===== src/hdl/extmem_defines.svh =====
// External memory subsystem widths and access timing constants

`ifndef EXTMEM_DEFINES_SVH
`define EXTMEM_DEFINES_SVH

// ---------------------------------------------------------------------------
// CPU side
// ---------------------------------------------------------------------------

// Width of one CPU data word
`define EXTMEM_DWIDTH 32

// Width of the CPU word address
`define EXTMEM_AWIDTH 20

// ---------------------------------------------------------------------------
// Cache and RAM timing
// ---------------------------------------------------------------------------

// Direct-mapped cache has 2 ** EXTMEM_INDEX_BITS entries
`define EXTMEM_INDEX_BITS 4

// Clock cycles spent on each 16-bit half-word of the SRAM
`define EXTMEM_HALF_CYCLES 4

`endif

===== src/hdl/extmem_pkg.sv =====
// Shared types and derived widths for the external memory subsystem

`default_nettype none

`include "extmem_defines.svh"

package extmem_pkg;

   // Tag is whatever is left above the cache index
   localparam int tag_width = `EXTMEM_AWIDTH - `EXTMEM_INDEX_BITS;

   // SRAM holds 2 ** 17 words of 32 bits as 2 ** 18 half-words
   localparam int ram_word_width = 17;
   localparam int ram_addr_width = ram_word_width + 1;

   // Half of a CPU word goes over the SRAM data bus at a time
   localparam int half_width = `EXTMEM_DWIDTH / 2;

   // Counter spans both half-word windows
   localparam int count_width = $clog2(2 * `EXTMEM_HALF_CYCLES);

   // One word address, seen by the cache and by the RAM differently
   typedef union packed {
      struct packed {
         logic [tag_width-1:0]          tag;
         logic [`EXTMEM_INDEX_BITS-1:0] index;
      } cache;
      struct packed {
         logic [`EXTMEM_AWIDTH-ram_word_width-1:0] unused;
         logic [ram_word_width-1:0]                word;
      } ram;
   } word_addr_u;

endpackage

`default_nettype wire


===== src/hdl/extmem_ifs.sv =====
// Internal links between the bus front end, the fetch cache and the SRAM sequencer

`timescale 1ns/100ps
`default_nettype none

`include "extmem_defines.svh"

// ---------------------------------------------------------------------------
// Cache lookup, fill and update
// ---------------------------------------------------------------------------
interface cache_if;
   import extmem_pkg::*;

   word_addr_u                lookup_addr;
   logic                      fill_en;
   logic [`EXTMEM_DWIDTH-1:0] fill_data;
   logic                      update_en;
   logic [`EXTMEM_DWIDTH-1:0] update_data;
   // Both combinational from the cache array
   logic                      hit;
   logic [`EXTMEM_DWIDTH-1:0] hit_data;

   modport requester (output lookup_addr, fill_en, fill_data, update_en, update_data,
                      input hit, hit_data);
   modport cache (input lookup_addr, fill_en, fill_data, update_en, update_data,
                  output hit, hit_data);
endinterface

// ---------------------------------------------------------------------------
// One word access request to the SRAM sequencer
// ---------------------------------------------------------------------------
interface sram_req_if;
   import extmem_pkg::*;

   // start is a single-cycle pulse, only while the sequencer is idle
   logic                      start;
   logic                      write;
   word_addr_u                addr;
   logic [`EXTMEM_DWIDTH-1:0] wdata;
   // rdata only meaningful while done is high
   logic                      done;
   logic [`EXTMEM_DWIDTH-1:0] rdata;

   modport requester (output start, write, addr, wdata, input done, rdata);
   modport sequencer (input start, write, addr, wdata, output done, rdata);
endinterface

`default_nettype wire


===== src/hdl/extmem_top.sv =====
// External memory subsystem top level with Wishbone slave pins and 16-bit SRAM pins

`timescale 1ns/100ps
`default_nettype none

`include "extmem_defines.svh"

module extmem_top (
   input  wire logic                                 clock,
   input  wire logic                                 reset_b,
   // Wishbone classic slave
   input  wire logic                                 cyc,
   input  wire logic                                 stb,
   input  wire logic                                 we,
   input  wire logic                                 fetch,
   input  wire logic [`EXTMEM_AWIDTH-1:0]             adr,
   input  wire logic [`EXTMEM_DWIDTH-1:0]             dat_w,
   output logic      [`EXTMEM_DWIDTH-1:0]             dat_r,
   output logic                                      ack,
   // Asynchronous SRAM
   output logic                                      ram_cs_b,
   output logic                                      ram_oe_b,
   output logic                                      ram_we_b,
   output logic      [extmem_pkg::ram_addr_width-1:0] ram_addr,
   output logic      [extmem_pkg::half_width-1:0]     ram_data_out,
   input  wire logic [extmem_pkg::half_width-1:0]     ram_data_in,
   output logic                                      ram_data_oe
);

   cache_if    cache_link ();
   sram_req_if sram_link ();

   // Bus front end, decides between cache hit and RAM access
   bus_front bus_front_i (
      .clock   (clock),
      .reset_b (reset_b),
      .cyc     (cyc),
      .stb     (stb),
      .we      (we),
      .fetch   (fetch),
      .adr     (adr),
      .dat_w   (dat_w),
      .dat_r   (dat_r),
      .ack     (ack),
      .cache   (cache_link.requester),
      .sram    (sram_link.requester)
   );

   fetch_cache fetch_cache_i (
      .clock   (clock),
      .reset_b (reset_b),
      .port    (cache_link.cache)
   );

   // Two half-word accesses per word
   sram_sequencer sram_sequencer_i (
      .clock        (clock),
      .reset_b      (reset_b),
      .req          (sram_link.sequencer),
      .ram_cs_b     (ram_cs_b),
      .ram_oe_b     (ram_oe_b),
      .ram_we_b     (ram_we_b),
      .ram_addr     (ram_addr),
      .ram_data_out (ram_data_out),
      .ram_data_in  (ram_data_in),
      .ram_data_oe  (ram_data_oe)
   );

endmodule

`default_nettype wire


===== src/hdl/sram_sequencer.sv =====
// Sequencer that splits a 32-bit word into two timed 16-bit asynchronous SRAM accesses

`timescale 1ns/100ps
`default_nettype none

`include "extmem_defines.svh"

module sram_sequencer (
   input  wire logic                                 clock,
   input  wire logic                                 reset_b,
   sram_req_if.sequencer                             req,
   output logic                                      ram_cs_b,
   output logic                                      ram_oe_b,
   output logic                                      ram_we_b,
   output logic      [extmem_pkg::ram_addr_width-1:0] ram_addr,
   output logic      [extmem_pkg::half_width-1:0]     ram_data_out,
   input  wire logic [extmem_pkg::half_width-1:0]     ram_data_in,
   output logic                                      ram_data_oe
);
   import extmem_pkg::*;

   localparam logic [count_width-1:0] last_count = count_width'(2 * `EXTMEM_HALF_CYCLES - 1);

   logic                   busy;
   logic [count_width-1:0] count;
   logic                   half_sel;
   logic [count_width-2:0] phase;
   logic                   we_b_q;
   logic [half_width-1:0]  low_half;

   // ------------------------------------------------------------------------
   // Cycle counter
   // ------------------------------------------------------------------------
   always_ff @(posedge clock) begin
      if (!reset_b) begin
         busy  <= 1'b0;
         count <= '0;
      end else if (busy) begin
         count <= count + 1'b1;
         if (count == last_count)
            busy <= 1'b0;
      end else if (req.start) begin
         busy  <= 1'b1;
         count <= '0;
      end
   end

   // Top bit picks the half-word, the rest is the cycle within it
   assign half_sel = count[count_width-1];
   assign phase    = count[count_width-2:0];

   // ------------------------------------------------------------------------
   // Write strobe
   // ------------------------------------------------------------------------

   // Low in cycles 1-2 and 5-6, one cycle of setup before and hold after
   // Registered so the strobe never glitches
   always_ff @(posedge clock) begin
      if (!reset_b)
         we_b_q <= 1'b1;
      else
         we_b_q <= !(busy && req.write && !phase[count_width-2]);
   end

   // ------------------------------------------------------------------------
   // Read data
   // ------------------------------------------------------------------------

   // Low half captured at end of cycle 3
   always_ff @(posedge clock) begin
      if (busy && !half_sel && (&phase))
         low_half <= ram_data_in;
   end

   // High half taken straight off the bus in the last cycle
   assign req.rdata = {ram_data_in, low_half};
   assign req.done  = busy && (count == last_count);

   // ------------------------------------------------------------------------
   // SRAM pins
   // ------------------------------------------------------------------------
   assign ram_cs_b     = !busy;
   assign ram_oe_b     = !(busy && !req.write);
   assign ram_we_b     = we_b_q;
   assign ram_addr     = {req.addr.ram.word, half_sel};
   assign ram_data_oe  = busy && req.write;
   assign ram_data_out = half_sel ? req.wdata[`EXTMEM_DWIDTH-1:half_width]
                                  : req.wdata[half_width-1:0];

   // Never drive and read the data bus at once
   a_oe_we_exclusive: assert property (@(posedge clock) disable iff (!reset_b)
      !(!ram_oe_b && !ram_we_b));

   // Front end must wait for done before starting again
   a_start_when_idle: assert property (@(posedge clock) disable iff (!reset_b)
      req.start |-> !busy);

endmodule

`default_nettype wire


===== src/hdl/fetch_cache.sv =====
// Direct-mapped instruction cache holding a valid bit, a tag and one word per entry

`timescale 1ns/100ps
`default_nettype none

`include "extmem_defines.svh"

module fetch_cache (
   input wire logic clock,
   input wire logic reset_b,
   cache_if.cache   port
);
   import extmem_pkg::*;

   localparam int entries = 1 << `EXTMEM_INDEX_BITS;

   logic [entries-1:0]            valid;
   logic [tag_width-1:0]          tag_mem  [entries];
   logic [`EXTMEM_DWIDTH-1:0]     data_mem [entries];
   logic [`EXTMEM_INDEX_BITS-1:0] index;
   logic [tag_width-1:0]          tag;
   logic                          tag_match;

   // ------------------------------------------------------------------------
   // Lookup
   // ------------------------------------------------------------------------
   assign index     = port.lookup_addr.cache.index;
   assign tag       = port.lookup_addr.cache.tag;
   assign tag_match = valid[index] && (tag_mem[index] == tag);

   assign port.hit      = tag_match;
   assign port.hit_data = data_mem[index];

   // ------------------------------------------------------------------------
   // Fill and update
   // ------------------------------------------------------------------------

   // Every entry starts invalid and becomes valid with its first fill
   always_ff @(posedge clock) begin
      if (!reset_b)
         valid <= '0;
      else if (port.fill_en)
         valid[index] <= 1'b1;
   end

   // Fill replaces the entry, a write only touches it when it is the cached word
   always_ff @(posedge clock) begin
      if (port.fill_en) begin
         tag_mem[index]  <= tag;
         data_mem[index] <= port.fill_data;
      end else if (port.update_en && tag_match) begin
         data_mem[index] <= port.update_data;
      end
   end

   // A completed access is either a fetch fill or a write update
   a_fill_xor_update: assert property (@(posedge clock) disable iff (!reset_b)
      !(port.fill_en && port.update_en));

endmodule

`default_nettype wire


===== src/hdl/bus_front.sv =====
// Wishbone classic slave that serves fetch hits from the cache and sends the rest to SRAM

`timescale 1ns/100ps
`default_nettype none

`include "extmem_defines.svh"

module bus_front (
   input  wire logic                      clock,
   input  wire logic                      reset_b,
   input  wire logic                      cyc,
   input  wire logic                      stb,
   input  wire logic                      we,
   input  wire logic                      fetch,
   input  wire extmem_pkg::word_addr_u    adr,
   input  wire logic [`EXTMEM_DWIDTH-1:0] dat_w,
   output logic      [`EXTMEM_DWIDTH-1:0] dat_r,
   output logic                           ack,
   cache_if.requester                     cache,
   sram_req_if.requester                  sram
);
   import extmem_pkg::*;

   localparam logic [1:0] st_idle = 2'd0;
   localparam logic [1:0] st_ram  = 2'd1;
   localparam logic [1:0] st_ack  = 2'd2;

   logic [1:0]                state;
   logic                      bus_free;
   logic                      start_q;
   logic                      ram_done;
   // Request captured at accept, held for the whole RAM access
   word_addr_u                req_addr;
   logic                      req_we;
   logic                      req_fetch;
   logic [`EXTMEM_DWIDTH-1:0] req_data;

   // ------------------------------------------------------------------------
   // Controller
   // ------------------------------------------------------------------------
   always_ff @(posedge clock) begin
      if (!reset_b) begin
         state    <= st_idle;
         ack      <= 1'b0;
         start_q  <= 1'b0;
         bus_free <= 1'b1;
      end else begin
         ack     <= 1'b0;
         start_q <= 1'b0;
         // Master has let go of the bus, next strobe is a new request
         if (!(cyc && stb))
            bus_free <= 1'b1;
         case (state)
            st_idle: begin
               if (cyc && stb && bus_free) begin
                  bus_free <= 1'b0;
                  if (fetch && !we && cache.hit) begin
                     ack   <= 1'b1;
                     state <= st_ack;
                  end else begin
                     start_q <= 1'b1;
                     state   <= st_ram;
                  end
               end
            end
            st_ram: begin
               if (ram_done) begin
                  ack   <= 1'b1;
                  state <= st_ack;
               end
            end
            default: state <= st_idle;
         endcase
      end
   end

   // Request payload and read data register
   always_ff @(posedge clock) begin
      if (state == st_idle && cyc && stb && bus_free) begin
         req_addr  <= adr;
         req_we    <= we;
         req_fetch <= fetch;
         req_data  <= dat_w;
         dat_r     <= cache.hit_data;
      end else if (ram_done) begin
         dat_r <= sram.rdata;
      end
   end

   assign ram_done = (state == st_ram) && sram.done;

   // Live bus address for the hit check, latched one during the RAM access
   assign cache.lookup_addr = (state == st_idle) ? adr : req_addr;
   // Fills only after instruction fetches, updates after every write
   assign cache.fill_en     = ram_done && req_fetch && !req_we;
   assign cache.fill_data   = sram.rdata;
   assign cache.update_en   = ram_done && req_we;
   assign cache.update_data = req_data;

   assign sram.start = start_q;
   assign sram.write = req_we;
   assign sram.addr  = req_addr;
   assign sram.wdata = req_data;

   // Acknowledge never outlives the master's request
   a_ack_in_cycle: assert property (@(posedge clock) disable iff (!reset_b)
      ack |-> (cyc && stb));

endmodule

`default_nettype wire


===== config.mk =====
export PLATFORM = sky130hd
export DESIGN_NAME = extmem_top
export DESIGN_NICKNAME = d
export VERILOG_FILES = /design/src/hdl/extmem_pkg.sv /design/src/hdl/extmem_ifs.sv /design/src/hdl/extmem_top.sv /design/src/hdl/sram_sequencer.sv /design/src/hdl/fetch_cache.sv /design/src/hdl/bus_front.sv
export VERILOG_INCLUDE_DIRS = /design/src /design/src/hdl
export SDC_FILE = /design/constraint.sdc
export NUM_CORES = 1
export LEC_CHECK = 0
export BUFFER_PORTS_ARGS = -buffer_cell sky130_fd_sc_hd__buf_2
export CAP_MARGIN = 20
export CORE_MARGIN = 3
export CORE_UTILIZATION = 38
export CTS_CLUSTER_DIAMETER = 50
export DETAILED_ROUTE_END_ITERATION = 10
export GPL_ROUTABILITY_DRIVEN = 0
export PLACE_DENSITY_LB_ADDON = 0.05
export SLEW_MARGIN = 5
export SYNTH_ARGS = -nofsm -noshare
export SYNTH_HDL_FRONTEND = slang
export SYNTH_HIERARCHICAL = 1
export SYNTH_SLANG_ARGS = --single-unit

===== constraint.sdc =====
create_clock -name clock -period 9.6 [get_ports clock]
set_input_delay 0.48 -clock clock [delete_from_list [all_inputs] [get_ports clock]]
set_output_delay 0.48 -clock clock [all_outputs]
set_load 0.03 [all_outputs]

==> run_results.csv <==
group,metric,value,unit
finish,final_layout_size_suffix_gt1_share,36.2,%
route,firstDrtPassIters,5,
synthesis,async_flop_share,0,%
floorplan,start_util,38.5,%
sta,setup_tns,0,ns
clock_tree,clockRootBuffer,"clkbuf_16",
synthesis,synth_nets,1750,
clock_tree,path_clk_slew,0.05,ns
floorplan,core_area,93700,sq um
worst_setup_path,r2r_end,"fetch_cache_i/data_mem[5][20]",
sta,setup_violations,0,
worst_setup_path,path_cells,"nor2_4 -> buf_4 -> mux2_8 -> buf_4 -> buf_16 -> mux4_2 -> a22oi_1 -> nand3_1 -> xor2_1 -> a211oi_2 -> nand4_2 -> buf_4 -> o21bai_4 -> buf_4",
finish,final_common_cell,"edfxtp_1",
route,drcViolationCount,0,
synthesis,syn_inst,1674,
power,intPower,0.00710,W
finish,final_cell_mix,"edfxtp_1, mux4_2, buf_2, clkbuf_16, mux2_4",
worst_setup_path,start_kind,"register",
synthesis,yosys_most_used_dff,"edfxtp_1",
worst_setup_path,critPathMostFrequentCell,"buf_4",
finish,multi_input_area,8530,sq um
worst_setup_path,end_kind,"register",
finish,post-route-util,44.9,%
power,p_switching,0.00203,W
power,switching_share,22.2,%
hold_path,min_path_type,"input port to register",
power,leakagePower,13.9,nW
worst_setup_path,cp.required,9.97,ns
sta,skew,0.0328,ns
worst_setup_path,cp.arrival,6.69,ns
sta,hold_viol_final,0,
clock_tree,post-cts-setup-buffers,0,
sta,period_share,65.7,%
power,irDropWorstVdd,0.144,mV
route,drt_iter0_drc,1249,
worst_setup_path,path_max_fanout,70,
floorplan,boundaryPins,145,
grt,grt_antenna_before_repair,8,
grt,grt_usage,19.5,%
run,drv_cap,0,
finish,antenna_cells,0,
power,p_seq_share,47.4,%
grt,grt_pass1_vias,18100,
worst_setup_path,slowest_stage,"o21bai_4",
floorplan,die_h,314,um
sta,clock.fmax,0.158,GHz
synthesis,ys_seq_elements,896,
finish,nFillCells,7980,
route,vias_per_cell,5.34,
worst_setup_path,ff2ff_path_depth,14,
sta,worst_pin_slew,1.13,ns
finish,nets,1929,
floorplan,die_area,98800,sq um
sta,layout_min_cycle_time,6.31,ns
clock_tree,cts_sinks,896,
clock_tree,clk_latency,0.69,ns
clock_tree,htreeDepth,3,
worst_setup_path,max_stage_delay,0.94,ns
place,dp_hpwl,54500,um
power,pwr-share-comb,7.0,%
sta,final-max-slew-violation-count,0,
grt,grt_remaining_overflow,0,
worst_setup_path,regToRegSetupSlack,3.29,ns
hold_path,hp-start,"adr[15]",
place,numPortBuffers,144,
worst_setup_path,critPathLaunch,"bus_front_i/state[1]",
grt,grt_max_degree,88,
power,power.density,217,nW/um^2
sta,slew-limit-headroom,24.6,%
route,postRouteAntennaNets,0,
synthesis,syn_area_per_cell,21.6,sq um
floorplan,die_width,314,um
route,drt_wl_total,95400,um
finish,syn_to_final_growth,16.6,%
clock_tree,cts_buffers,112,
clock_tree,cts_buffer_depth,3,
finish,ff_latch_area,26600,sq um
synthesis,ys_types,65,
worst_setup_path,r2r_start,"bus_front_i/state[1]",
grt,grt_first_pass_wirelength,136000,um
status,status,"finished clean",
clock_tree,cts_tree,"built",
synthesis,syn-cell-area,36100,sq um
sta,fin_ws,3.29,ns
synthesis,yosysWarningCount,6,
synthesis,synth_edf_count,870,
hold_path,min_to,"bus_front_i/sram.addr[15]",
place,place_ws,2.90,ns
floorplan,rows,112,
route,wl_per_cell,29.8,um
sta,rsz0062_at_grt,"false",
worst_setup_path,worstSetupPathType,"register to register",
hold_path,hold_depth,1,
synthesis,ys_seq_area_share,73.8,%
power,clkPwrFrac,45.6,%
power,p_total,0.00913,W
route,vias,17100,
==> Yosys cell counts (all sizes together), types with 3 or more instances <==
cell type	n	area (sq um)
edfxtp	870	26100
mux4	202	4600
buf	152	1110
mux2	125	1630
mux2i	44	440
nand2	29	111
dfxtp	26	521
clkbuf	23	87.6
nor2	22	90.1
o21a	17	128
xnor2	16	140
inv	12	45.0
o22ai	12	75.1
xor2	12	105
a221oi	9	78.8
nand2b	9	56.3
o31ai	9	82.6
nand3	8	40.0
nor2b	8	50.1
o21bai	8	60.1
nand4	7	80.1
a22oi	6	45.0
o21ai	5	25.0
a211oi	4	35.0
and2	4	25.0
nand3b	3	22.5
==> state kept, by name, indices dropped and copies added, names as in the netlist, 2 cells and up <==
name and flops:
fetch_cache_i/data_mem 512, fetch_cache_i/tag_mem 256, bus_front_i/dat_r 32, sram_sequencer_i/low_half 16
fetch_cache_i/valid 16, bus_front_i/state 2, sram_sequencer_i/count 3, bus_front_i/sram.addr 20
bus_front_i/cache.update_data 32
==> final cells by class <==
class	count	share of cell area (%)
clock buffer	140	7.13
tap	1254	3.73
timing repair buffer	240	3.82
sequential	896	63.3
inverter	12	0.110
multi-input combinational	591	20.2
clock inverter	69	1.69
==> kinds of logic after synthesis <==
logic type / after synthesis / share of synthesized area, %
multiplexers: 371 / 18.5
AO/OA/AOI/OAI: 88 / 1.95
flip-flops: 896 / 73.8
AND/OR/NAND/NOR: 102 / 1.60
XOR/XNOR: 28 / 0.679
buffers and inverters: 187 / 3.44
adder cells (fa/ha/maj): 2 / 0.0693
==> power by group through the flow <==
stage / sequential (W) / combinational (W) / clock (W)
2_1_floorplan: 0.00441 / 0.000441 / 0
3_3_place_gp: 0.00440 / 0.000635 / 0
3_5_place_dp: 0.00440 / 0.000637 / 0
4_1_cts: 0.00432 / 0.000656 / 0.00428
5_1_grt: 0.00432 / 0.000685 / 0.00444
6_report: 0.00432 / 0.000639 / 0.00417
==> critical path: cells and delay by family (launching register included) <==
kind,cells,cell delay [ns]
buf+inv,5,1.82
compound gates,3,1.61
mux,2,1.25
simple gates,3,0.41
flops,1,0.39
xor+xnor,1,0.17
==> worst max path at each step <==
stage / depth (start not counted) / endpoint
CTS: 13 / fetch_cache_i/data_mem[5][25]
detailed placement: 13 / fetch_cache_i/data_mem[5][23]
floorplan: 14 / fetch_cache_i/data_mem[10][0]
finish: 14 / fetch_cache_i/data_mem[5][20]
global route: 14 / fetch_cache_i/data_mem[5][20]
global placement: 13 / fetch_cache_i/data_mem[4][25]
==> timing repair <==
action | in CTS | in global routing
hold buffers | 54 | 0
hold endpoints to repair | 54 | 0
setup endpoints to repair | 0 | 0
gates resized for setup | 0 | 0
==> per-layer routing <==
metal / track usage, % / share of wire [%]
met2: 32.7 / 50
met1: 26.4 / 43
met5: 0 / 0.026
met3: 3.24 / 4.8
met4: 5.72 / 2.7
==> stage by stage <==
stage               area [sq um]  cells  hold WS, ns
floorplan                  36100   1674        0.432
global placement           37800   2937        0.438
detailed placement         37800   2937        0.450
CTS                        42100   3200      0.00202
global route               42100   3202      0.00759
finish                     42100   3202       0.0368
(Power assumes the default switching activity.)
